[src/rtl/pic_params.svh]
// ==========================================================================
// Interrupt controller sizing macros
// Request count, level number width and the mask value after reset
// ==========================================================================

`ifndef PIC_PARAMS_SVH
`define PIC_PARAMS_SVH

`define PIC_NUM_IRQ 8

`define PIC_LEVEL_W 3

`define PIC_MASK_RESET {`PIC_NUM_IRQ{1'b1}}

`endif

[src/rtl/pic_pkg.sv]
// ==========================================================================
// Interrupt controller shared types
// Vector types, host bus and config structs, FSM enums, level conversions
// ==========================================================================

`default_nettype none

`include "pic_params.svh"

package pic_pkg;

    typedef logic [`PIC_NUM_IRQ-1:0]     irq_vec_t;
    typedef logic [`PIC_LEVEL_W-1:0]     irq_level_t;
    typedef logic [7:0]                  bus_data_t;
    typedef logic [7-`PIC_LEVEL_W:0]     vector_base_t;

    typedef struct packed {
        logic       wr;
        logic       a0;
        bus_data_t  data;
    } host_write_t;

    typedef struct packed {
        logic           level_triggered;
        logic           auto_eoi;
        vector_base_t   vector_base;
        irq_vec_t       mask;
    } pic_config_t;

    typedef struct packed {
        logic       valid;
        logic       specific;
        irq_level_t level;
    } eoi_cmd_t;

    typedef enum logic [1:0] {INIT_READY, INIT_ICW2, INIT_ICW4} init_state_t;

    typedef enum logic [1:0] {ACK_IDLE, ACK_WAIT, ACK_FIRST, ACK_SECOND} ack_state_t;

    function automatic irq_vec_t level_to_onehot(input irq_level_t level);
        irq_vec_t vec;
        vec        = '0;
        vec[level] = 1'b1;
        return vec;
    endfunction

    // Lowest set bit wins, all ones when empty
    function automatic irq_level_t onehot_to_level(input irq_vec_t vec);
        irq_level_t level;
        level = '1;
        for (int i = `PIC_NUM_IRQ - 1; i >= 0; i--) begin
            if (vec[i]) begin
                level = irq_level_t'(i);
            end
        end
        return level;
    endfunction

endpackage

`default_nettype wire

[src/rtl/pic_config_regs.sv]
// ==========================================================================
// Command word decoder and configuration registers
// ICW1/ICW2/ICW4 init sequence, OCW1 mask, OCW2 EOI commands, OCW3 readback
// ==========================================================================

`timescale 1ns/1ns
`default_nettype none

`include "pic_params.svh"

module pic_config_regs (
    input  logic                clock,
    input  logic                reset,
    input  pic_pkg::host_write_t host_wr,
    input  logic                read_a0,
    input  pic_pkg::irq_vec_t   irr,
    input  pic_pkg::irq_vec_t   isr,
    output pic_pkg::pic_config_t cfg,
    output pic_pkg::eoi_cmd_t   eoi,
    output pic_pkg::bus_data_t  read_data
);

    pic_pkg::init_state_t   init_state;
    pic_pkg::init_state_t   next_init_state;
    logic                   level_triggered;
    logic                   ic4;
    logic                   auto_eoi;
    pic_pkg::vector_base_t  vector_base;
    pic_pkg::irq_vec_t      mask;
    logic                   read_isr;

    logic   cmd_wr;
    logic   data_wr;
    logic   icw1_wr;
    logic   ocw2_wr;
    logic   ocw3_wr;
    logic   init_done;

    assign cmd_wr    = host_wr.wr & ~host_wr.a0;
    assign data_wr   = host_wr.wr & host_wr.a0;
    assign init_done = (init_state == pic_pkg::INIT_READY);
    assign icw1_wr   = cmd_wr & host_wr.data[4];
    // OCW2/OCW3 are only honoured once initialization is finished
    assign ocw2_wr   = cmd_wr & ~host_wr.data[4] & ~host_wr.data[3] & init_done;
    assign ocw3_wr   = cmd_wr & ~host_wr.data[4] & host_wr.data[3] & init_done;

    always_comb begin
        next_init_state = init_state;
        if (icw1_wr) begin
            next_init_state = pic_pkg::INIT_ICW2;
        end else if (data_wr) begin
            case (init_state)
                pic_pkg::INIT_ICW2: begin
                    if (ic4) begin
                        next_init_state = pic_pkg::INIT_ICW4;
                    end else begin
                        next_init_state = pic_pkg::INIT_READY;
                    end
                end
                pic_pkg::INIT_ICW4: next_init_state = pic_pkg::INIT_READY;
                default:            next_init_state = init_state;
            endcase
        end
    end

    always_ff @(posedge clock) begin
        if (reset) begin
            init_state      <= pic_pkg::INIT_READY;
            level_triggered <= 1'b0;
            ic4             <= 1'b0;
            auto_eoi        <= 1'b0;
            vector_base     <= '0;
            mask            <= `PIC_MASK_RESET;
            read_isr        <= 1'b0;
        end else begin
            init_state <= next_init_state;
            if (icw1_wr) begin
                level_triggered <= host_wr.data[3];
                ic4             <= host_wr.data[0];
                // ICW4 bits fall back to defaults when ICW4 is skipped
                auto_eoi        <= 1'b0;
            end
            if (data_wr && init_state == pic_pkg::INIT_ICW2) begin
                vector_base <= host_wr.data[7:`PIC_LEVEL_W];
            end
            if (data_wr && init_state == pic_pkg::INIT_ICW4) begin
                auto_eoi <= host_wr.data[1];
            end
            if (data_wr && init_done) begin
                mask <= host_wr.data;
            end
            // RR bit gates the RIS update
            if (ocw3_wr && host_wr.data[1]) begin
                read_isr <= host_wr.data[0];
            end
        end
    end

    // EOI pulse straight from the OCW2 write cycle
    always_comb begin
        eoi = '0;
        if (ocw2_wr) begin
            case (host_wr.data[7:5])
                3'b001: eoi.valid = 1'b1;
                3'b011: begin
                    eoi.valid    = 1'b1;
                    eoi.specific = 1'b1;
                end
                default: eoi.valid = 1'b0;
            endcase
            eoi.level = host_wr.data[`PIC_LEVEL_W-1:0];
        end
    end

    always_comb begin
        cfg.level_triggered = level_triggered;
        cfg.auto_eoi        = auto_eoi;
        cfg.vector_base     = vector_base;
        cfg.mask            = mask;
    end

    assign read_data = read_a0 ? mask : (read_isr ? isr : irr);

endmodule

`default_nettype wire

[src/rtl/pic_request_register.sv]
// ==========================================================================
// Interrupt request register
// Level or rising-edge capture, cleared on acknowledge in edge mode
// ==========================================================================

`timescale 1ns/1ns
`default_nettype none

module pic_request_register (
    input  logic                 clock,
    input  logic                 reset,
    input  pic_pkg::irq_vec_t    ir,
    input  pic_pkg::pic_config_t cfg,
    input  logic                 latch_in_service,
    input  pic_pkg::irq_vec_t    acked_onehot,
    output pic_pkg::irq_vec_t    irr
);

    pic_pkg::irq_vec_t  ir_prev;
    pic_pkg::irq_vec_t  ir_rise;
    pic_pkg::irq_vec_t  ack_clear;

    assign ir_rise   = ir & ~ir_prev;
    assign ack_clear = latch_in_service ? acked_onehot : '0;

    always_ff @(posedge clock) begin
        if (reset) begin
            ir_prev <= '0;
            irr     <= '0;
        end else begin
            ir_prev <= ir;
            if (cfg.level_triggered) begin
                irr <= ir;
            end else begin
                // A new edge in the same cycle as the clear is kept
                irr <= (irr & ~ack_clear) | ir_rise;
            end
        end
    end

endmodule

`default_nettype wire

[src/rtl/pic_in_service.sv]
// ==========================================================================
// In-service register
// Set on acknowledge, cleared by non-specific EOI, specific EOI or AEOI
// ==========================================================================

`timescale 1ns/1ns
`default_nettype none

module pic_in_service (
    input  logic                 clock,
    input  logic                 reset,
    input  logic                 latch_in_service,
    input  pic_pkg::irq_vec_t    acked_onehot,
    input  pic_pkg::eoi_cmd_t    eoi,
    input  logic                 ack_done,
    input  pic_pkg::pic_config_t cfg,
    output pic_pkg::irq_vec_t    isr
);

    pic_pkg::irq_vec_t  set_bits;
    pic_pkg::irq_vec_t  eoi_bits;
    pic_pkg::irq_vec_t  aeoi_bits;

    assign set_bits = latch_in_service ? acked_onehot : '0;

    always_comb begin
        if (!eoi.valid) begin
            eoi_bits = '0;
        end else if (eoi.specific) begin
            eoi_bits = pic_pkg::level_to_onehot(eoi.level);
        end else begin
            // Highest priority is the lowest numbered bit
            eoi_bits = pic_pkg::level_to_onehot(pic_pkg::onehot_to_level(isr));
        end
    end

    assign aeoi_bits = (cfg.auto_eoi && ack_done) ? acked_onehot : '0;

    always_ff @(posedge clock) begin
        if (reset) begin
            isr <= '0;
        end else begin
            isr <= (isr & ~(eoi_bits | aeoi_bits)) | set_bits;
        end
    end

endmodule

`default_nettype wire

[src/rtl/pic_priority_resolver.sv]
// ==========================================================================
// Fixed priority resolver
// IR0 highest, request blocked unless it outranks every in-service level
// ==========================================================================

`timescale 1ns/1ns
`default_nettype none

module pic_priority_resolver (
    input  pic_pkg::irq_vec_t    irr,
    input  pic_pkg::irq_vec_t    isr,
    input  pic_pkg::pic_config_t cfg,
    output logic                 pending_valid,
    output pic_pkg::irq_level_t  pending_level
);

    pic_pkg::irq_vec_t   masked_irr;
    pic_pkg::irq_level_t isr_level;
    logic                outranks_isr;

    assign masked_irr    = irr & ~cfg.mask;
    assign pending_level = pic_pkg::onehot_to_level(masked_irr);
    assign isr_level     = pic_pkg::onehot_to_level(isr);

    // Equal level stays blocked so a held level request does not re-enter
    assign outranks_isr  = (isr == '0) || (pending_level < isr_level);
    assign pending_valid = (masked_irr != '0) && outranks_isr;

endmodule

`default_nettype wire

[src/rtl/pic_ack_control.sv]
// ==========================================================================
// Interrupt acknowledge sequencer
// INT output, two-pulse INTA FSM, acknowledged level latch and vector
// ==========================================================================

`timescale 1ns/1ns
`default_nettype none

`include "pic_params.svh"

module pic_ack_control (
    input  logic                 clock,
    input  logic                 reset,
    input  logic                 pending_valid,
    input  pic_pkg::irq_level_t  pending_level,
    input  pic_pkg::pic_config_t cfg,
    input  logic                 interrupt_acknowledge_n,
    output logic                 interrupt_to_cpu,
    output logic                 latch_in_service,
    output pic_pkg::irq_vec_t    acked_onehot,
    output logic                 ack_done,
    output logic                 vector_valid,
    output pic_pkg::bus_data_t   vector_data
);

    pic_pkg::ack_state_t  state;
    pic_pkg::ack_state_t  next_state;
    pic_pkg::irq_level_t  acked_level;
    logic                 ack_n_prev;
    logic                 ack_fall;
    logic                 ack_rise;
    logic                 first_ack;

    always_ff @(posedge clock) begin
        if (reset) begin
            ack_n_prev <= 1'b1;
        end else begin
            ack_n_prev <= interrupt_acknowledge_n;
        end
    end

    assign ack_fall  = ack_n_prev & ~interrupt_acknowledge_n;
    assign ack_rise  = ~ack_n_prev & interrupt_acknowledge_n;
    assign first_ack = (state == pic_pkg::ACK_WAIT) && ack_fall;

    always_comb begin
        next_state = state;
        case (state)
            pic_pkg::ACK_IDLE:   if (pending_valid) next_state = pic_pkg::ACK_WAIT;
            pic_pkg::ACK_WAIT:   if (ack_fall)      next_state = pic_pkg::ACK_FIRST;
            pic_pkg::ACK_FIRST:  if (ack_rise)      next_state = pic_pkg::ACK_SECOND;
            pic_pkg::ACK_SECOND: if (ack_rise)      next_state = pic_pkg::ACK_IDLE;
            default:                                next_state = pic_pkg::ACK_IDLE;
        endcase
    end

    always_ff @(posedge clock) begin
        if (reset) begin
            state            <= pic_pkg::ACK_IDLE;
            interrupt_to_cpu <= 1'b0;
            latch_in_service <= 1'b0;
        end else begin
            state            <= next_state;
            interrupt_to_cpu <= (next_state != pic_pkg::ACK_IDLE);
            latch_in_service <= first_ack & pending_valid;
        end
    end

    // Spurious ack reports level 7 with an empty one-hot
    always_ff @(posedge clock) begin
        if (first_ack) begin
            if (pending_valid) begin
                acked_level  <= pending_level;
                acked_onehot <= pic_pkg::level_to_onehot(pending_level);
            end else begin
                acked_level  <= {`PIC_LEVEL_W{1'b1}};
                acked_onehot <= '0;
            end
        end
    end

    assign ack_done     = (state == pic_pkg::ACK_SECOND) && ack_rise;
    assign vector_valid = (state == pic_pkg::ACK_SECOND) && !interrupt_acknowledge_n;
    assign vector_data  = vector_valid ? {cfg.vector_base, acked_level} : '0;

endmodule

`default_nettype wire

[src/rtl/pic_top.sv]
// ==========================================================================
// 8086-mode programmable interrupt controller, eight request lines
// ==========================================================================

`timescale 1ns/1ns
`default_nettype none

module pic_top (
    input  logic                 clock,
    input  logic                 reset,
    input  pic_pkg::host_write_t host_wr,
    input  logic                 read_a0,
    output pic_pkg::bus_data_t   read_data,
    input  pic_pkg::irq_vec_t    ir,
    input  logic                 interrupt_acknowledge_n,
    output logic                 interrupt_to_cpu,
    output logic                 vector_valid,
    output pic_pkg::bus_data_t   vector_data
);

    pic_pkg::pic_config_t  cfg;
    pic_pkg::eoi_cmd_t     eoi;
    pic_pkg::irq_vec_t     irr;
    pic_pkg::irq_vec_t     isr;
    pic_pkg::irq_vec_t     acked_onehot;
    pic_pkg::irq_level_t   pending_level;
    logic                  pending_valid;
    logic                  latch_in_service;
    logic                  ack_done;

    pic_config_regs u_config_regs (
        .clock      (clock),
        .reset      (reset),
        .host_wr    (host_wr),
        .read_a0    (read_a0),
        .irr        (irr),
        .isr        (isr),
        .cfg        (cfg),
        .eoi        (eoi),
        .read_data  (read_data)
    );

    pic_request_register u_request_register (
        .clock            (clock),
        .reset            (reset),
        .ir               (ir),
        .cfg              (cfg),
        .latch_in_service (latch_in_service),
        .acked_onehot     (acked_onehot),
        .irr              (irr)
    );

    pic_in_service u_in_service (
        .clock            (clock),
        .reset            (reset),
        .latch_in_service (latch_in_service),
        .acked_onehot     (acked_onehot),
        .eoi              (eoi),
        .ack_done         (ack_done),
        .cfg              (cfg),
        .isr              (isr)
    );

    pic_priority_resolver u_priority_resolver (
        .irr           (irr),
        .isr           (isr),
        .cfg           (cfg),
        .pending_valid (pending_valid),
        .pending_level (pending_level)
    );

    pic_ack_control u_ack_control (
        .clock                   (clock),
        .reset                   (reset),
        .pending_valid           (pending_valid),
        .pending_level           (pending_level),
        .cfg                     (cfg),
        .interrupt_acknowledge_n (interrupt_acknowledge_n),
        .interrupt_to_cpu        (interrupt_to_cpu),
        .latch_in_service        (latch_in_service),
        .acked_onehot            (acked_onehot),
        .ack_done                (ack_done),
        .vector_valid            (vector_valid),
        .vector_data             (vector_data)
    );

endmodule

`default_nettype wire

[config.mk]
export PLATFORM = sky130hd
export DESIGN_NAME = pic_top
export DESIGN_NICKNAME = d
export VERILOG_FILES = /design/src/rtl/pic_pkg.sv /design/src/rtl/pic_config_regs.sv /design/src/rtl/pic_request_register.sv /design/src/rtl/pic_in_service.sv /design/src/rtl/pic_priority_resolver.sv /design/src/rtl/pic_ack_control.sv /design/src/rtl/pic_top.sv
export VERILOG_INCLUDE_DIRS = /design/src /design/src/rtl
export SDC_FILE = /design/constraint.sdc
export NUM_CORES = 1
export LEC_CHECK = 0
export ABC_AREA = 0
export BUFFER_PORTS_ARGS = -buffer_cell sky130_fd_sc_hd__buf_2
export CAP_MARGIN = 20
export CELL_PAD_IN_SITES_DETAIL_PLACEMENT = 0
export CELL_PAD_IN_SITES_GLOBAL_PLACEMENT = 1
export CORE_MARGIN = 1.5
export CORE_UTILIZATION = 39
export CTS_CLUSTER_SIZE = 30
export DETAILED_ROUTE_END_ITERATION = 16
export PLACE_DENSITY_LB_ADDON = 0.1
export SKIP_CTS_REPAIR_TIMING = 1
export SYNTH_ARGS = -nofsm -noshare
export SYNTH_HDL_FRONTEND = slang
export SYNTH_HIERARCHICAL = 1
export SYNTH_SLANG_ARGS = --single-unit
[constraint.sdc]
create_clock -name clock -period 2.55 [get_ports clock]
set_clock_uncertainty 0.2 [all_clocks]
set_input_delay 0.3825 -clock clock [delete_from_list [all_inputs] [get_ports clock]]
set_output_delay 0.3825 -clock clock [all_outputs]
set_load 0.005 [all_outputs]
## Word-level counts from Yosys, hierarchy flattened

Index checks and enable logic that the tools add are counted.

- Register bits after elaboration: 59

- Equality and inequality tests: 7
- Bitwise logic cells: 27
- Muxes and demuxes: 44
- $lt $le $gt $ge: 7
- Reduce and logical (&&, ||, !) cells: 27

Operator list:

| operator | count |
|---|---|
| $mux W8 | 8 |
| $and A8 B8 Y8 | 4 |
| $not A8 Y8 | 4 |
| $mux W3 | 10 |
| $or A8 B8 Y8 | 3 |
| $mux W2 | 9 |
| $logic_and A1 B1 Y1 | 12 |
| $lt A3 B4 Y1 const B | 3 |
| $and A1 B1 Y1 | 11 |
| $mux W1 | 11 |
| $demux W1 S3 | 3 |
| $ge A3 B1 Y1 const B | 3 |
| $logic_not A8 Y1 | 1 |
| $pmux W2 S4 | 1 |
| $reduce_bool A2 Y1 | 4 |
| $reduce_bool A8 Y1 | 1 |
| $eq A2 B2 Y1 const B | 3 |
| $mux W5 | 1 |
| $not A1 Y1 | 5 |
| $eq A2 B1 Y1 const B | 2 |
| $logic_not A2 Y1 | 2 |
| $pmux W2 S2 | 1 |
| $reduce_and A2 Y1 | 2 |
| $reduce_or A2 Y1 | 2 |
| other kinds (6) | 6 |

## Logic depth before layout (Yosys ltp)

- Word-level depth: 19
- Mapped depth: 11
- Mapped depth without buffers: 11

## Modules after synthesis

The synthesis kept the hierarchy.

Modules (own cells, without submodules):

| module | cells each | instances | sequential area each (sq um) | area an instance (sq um) |
|---|---|---|---|---|
| pic_config_regs | 122 | 1 | 380.4 | 1041.0 |
| pic_ack_control | 58 | 1 | 430.4 | 691.9 |
| pic_request_register | 67 | 1 | 320.3 | 594.3 |
| pic_in_service | 66 | 1 | 160.2 | 526.8 |
| pic_priority_resolver | 37 | 1 | 0.0 | 246.5 |

## Least setup slack after synthesis

No wires, ideal clock.

- Kind: register to register
- Start: register u_in_service.isr[0]
- End: register u_ack_control.state[0]
- Buffers on the path: 0
- Slack: -0.043 ns
- Cell stages (with the launch flop): 9
- Clock period less this slack: 2.593 ns
- Data arrival time: 2.314 ns
- Cells stage by stage: dfxtp_1 > or4_4 > ha_1 > a2111oi_0 > a21oi_1 > nor3_2 > or2_2 > a21oi_1 > a211oi_2

- Word-level cells in the longest chain between the ends: 6

Ends and longest elaborated chain:

| what | RTL line | source |
|---|---|---|
| start: declaration | pic_in_service.sv:17 | `output pic_pkg::irq_vec_t isr` |
| start signal: assignment | pic_in_service.sv:43 | `isr <= (isr & ~(eoi_bits \| aeoi_bits)) \| set_bits;` |
| $mux W3 | pic_pkg.sv:52 | `if (vec[i]) begin` |
| $lt A3 B3 Y1 | pic_priority_resolver.sv:26 | `assign outranks_isr = (isr == '0) \|\| (pending_level < isr_level);` |
| $logic_or A1 B1 Y1 * | pic_priority_resolver.sv:26 |  |
| $logic_and A1 B1 Y1 * | pic_priority_resolver.sv:27 | `assign pending_valid = (masked_irr != '0) && outranks_isr;` |
| net pending_valid | pic_top.sv:27 | `logic pending_valid;` |
| $mux W2 * | pic_ack_control.sv:49 | `pic_pkg::ACK_IDLE: if (pending_valid) next_state = pic_pkg::ACK_WAIT;` |
| $pmux W2 S4 * | pic_ack_control.sv:48 | `case (state)` |
| end signal: assignment | pic_ack_control.sv:59 | `state <= pic_pkg::ACK_IDLE;` |
| end signal: assignment | pic_ack_control.sv:63 | `state <= next_state;` |
| end: declaration | pic_ack_control.sv:26 | `pic_pkg::ack_state_t state;` |

Mark *: on every way through the listed nets, which the timed path passes. The rest lies on a longest branch.
A chain may end at the register's enable or synchronous reset.

## Final worst setup path

- Start: register u_in_service.isr[2]
- End: register u_ack_control.state[0]

- Word-level cells in the longest chain between the ends: 8

Ends and longest elaborated chain:

| what | RTL line |
|---|---|
| $mux W3 (3 in series) | pic_pkg.sv:52 |
| $lt A3 B3 Y1 | pic_priority_resolver.sv:26 |
| $logic_or A1 B1 Y1 * | pic_priority_resolver.sv:26 |
| $logic_and A1 B1 Y1 * | pic_priority_resolver.sv:27 |
| net pending_valid | pic_top.sv:27 |
| $mux W2 * | pic_ack_control.sv:49 |
| $pmux W2 S4 * | pic_ack_control.sv:48 |

Marked as above.

==> metrics.txt <==
area occupied by multi-input gates 1739 um^2; vias in the first global route 2,613; routed vias 2,685; RSZ-0062 raised after global routing yes; final wirelength 8212 um; chip height 92.16 um; Post-synth EDFFs 11; Crit. End Element register; Max Cap Viol 0; peak supply drop 361.4 uV; Req. time, crit path 2540 ps; period utilization 102.0%; top post-synthesis cells by area dfxtp_1 31%, edfxtp_1 11%, nand2_1 5.9%, mux2i_1 5.2%, nand3b_1 4.6%; CTS Buf Count 9; sequential share of the synthesized area 41.65%; Placed Area 3532 um^2; Final #Nets 436; failing checks negative setup slack; overall routing resource usage 20.80%; # clock sinks 59; commonest cells in the netlist 49 x nand2_1, 48 x dfxtp_1, 21 x o21ai_0, 20 x nor2_1, 19 x nand3b_1; Clock Latency Late Sink 340 ps; DPL Wire Length 5958 um; # DRC 0; H-tree depth 3; fmax 384.6 MHz; FP Rows 32; syn_nets 377; fill count 762; final worst slack -50.10 ps; CP arrival 2590 ps; I/O pins 40; Mapped Cells 350; GRT overflow 0; Post-DRT Antenna Nets 0; Setup Crit Path Kind register to register; antenna violations before repair 0; Synth area leader dfxtp_1; diode count 0; TritonCTS clock tree yes; pin count of the biggest net entering global routing 38; final core occ 49.16%; Initial Utilization 40.12%; fin area 3799 um^2; startpoint types register; YS warnings 6; WL/cell 15.91 um; Synth cell types 61; die width 92.16 um; leakage 1.534 nW; Hold Crit Class primary input to register; Core ar. 7727 um^2; post-synth top area share 30.99%; Initial DRT Pass Iterations 4; root buf cell clkbuf_8; DR iter-0 viols 107; Async S/R FF share, synth 0%; Final Hold Violating Endpoints 0; Tmin final 2600 ps; power per standard cell area 586.3 nW/um^2; most frequent cell after synthesis nand2_1; Slew Limit Fails 0; Clock transition at path regs 70 ps; Hold Slack 68.94 ps; register area 1291 um^2; worst slew pin tran 713.7 ps; syn avg cell area 8.858 um^2; Final Setup Violations 1; CP Max Fanout 5; status finished, violations left; Yosys reg bits 59; share of layout cells above drive strength 1 26.81%; first-pass GRT wire length 13,470 um; clock buffer depth 2; prevailing post-synth register cell dfxtp_1; total die area 8493 um^2; post-synthesis cell area 3100 um^2; port bufs 39; Synth-to-Final Area Change 22.52%; Slew HR 52.42%; routed vias/inst 5.203; gpl congestion 0.8095
## through the flow
step	setup TNS [ps]	power, mW	worst slack [ps]	std cells
2_1_floorplan	0	1.250	13.87	350
3_3_place_gp	-26.48	1.382	-26.48	499
3_5_place_dp	-82.16	1.384	-71.47	499
4_1_cts	-111.7	2.231	-72.69	515
5_1_grt	-1026	2.334	-128.2	516
6_report	-50.10	2.227	-50.10	516
## registers in the layout, summed over array words and instances (netlist names), 2 cells and up
name,flops
u_in_service/isr,8
u_ack_control/acked_onehot,8
u_config_regs/init_state,2
u_ack_control/state,2
u_request_register/ir_prev,8
u_request_register/irr,8
u_config_regs/mask,8
u_config_regs/vector_base,5
u_ack_control/acked_level,3
## worst max-delay path: stages, from the launching register on
cell,delay [ps]
dfxtp_1,310
or4_4,550
ha_4,300
o21a_1,130
o22ai_2,90
a311oi_2,220
nor3_2,60
buf_4,170
or2_4,230
a21oi_2,130
a211oi_2,50
## path summary, 6_finish.rpt
check,cells past startpoint,endpoint,slack [ps],start
setup / recovery,10,u_ack_control/state[0],-50,u_in_service/isr[2]
hold / removal,2,u_request_register/ir_prev[3],70,ir[3]
setup reg to reg,10,u_ack_control/state[0],-50,u_in_service/isr[2]
hold reg to reg,2,u_config_regs/init_state[0],280,u_config_regs/init_state[0]
## cell families after synthesis
group / share of synthesized area [%]
adders and majority gates: 2.018
DFF: 41.65
AOI/OAI and AO/OA: 14.29
buffers and inverters: 5.125
and+or+nand+nor: 31.48
xor gates and xnor gates: 0.2825
muxes: 5.165
## placed cells by master (no fill, tap or decap), types with 2 or more instances in the layout
| cell | synthesis | final |
|---|---|---|
| nor3_1 | 6 | 4 |
| buf_4 | 3 | 26 |
| dfxtp_1 | 48 | 48 |
| ha_1 | 5 | 3 |
| nand2b_1 | 12 | 10 |
| o21ai_0 | 21 | 20 |
| or4_4 | 2 | 2 |
| a21boi_0 | 3 | 3 |
| nor3_2 | 1 | 3 |
| and2b_1 | 2 | 2 |
| nor2b_1 | 14 | 14 |
| o22ai_1 | 2 | 2 |
| nand3b_1 | 19 | 19 |
| a21oi_1 | 13 | 11 |
| nor2_1 | 20 | 17 |
| nor2_2 | 0 | 2 |
| clkbuf_8 | 0 | 10 |
| mux2i_1 | 16 | 16 |
| edfxtp_1 | 11 | 11 |
| inv_1 | 15 | 15 |
| and2_1 | 11 | 11 |
| a21oi_2 | 1 | 3 |
| a311oi_1 | 4 | 3 |
| clkinv_2 | 0 | 2 |
| o211ai_1 | 2 | 2 |
| nor2_4 | 1 | 2 |
| o31ai_1 | 3 | 3 |
| buf_2 | 4 | 39 |
| nand2_1 | 49 | 49 |
| nand3_1 | 15 | 15 |
| a32oi_1 | 2 | 2 |
| o21ai_1 | 3 | 4 |
## power breakdown
group | internal [mW] | leakage (nW) | switching, mW
Sequential | 1.00 | 0.497 | 0.0418
Clock | 0.473 | 0.101 | 0.370
Combinational | 0.161 | 0.937 | 0.179
## layer usage
layer | vias up | global-route usage, % | routed length (um)
met5 | - | 0 | 0
met2 | 57 | 33.02 | 3864
met4 | 0 | 9.231 | 203
li1 | 1355 | - | -
met3 | 11 | 4.063 | 321
met1 | 1262 | 27.27 | 3823
## layout make-up
type,instances,area share (%)
clock buffer,11,3.722
timing repair buffer,65,10.28
multi-input combinational,259,45.78
sequential,59,33.99
inverter,15,1.482
tap,102,3.360
clock inverter,5,1.383
No activity file was read; power rests on OpenSTA's default activity.
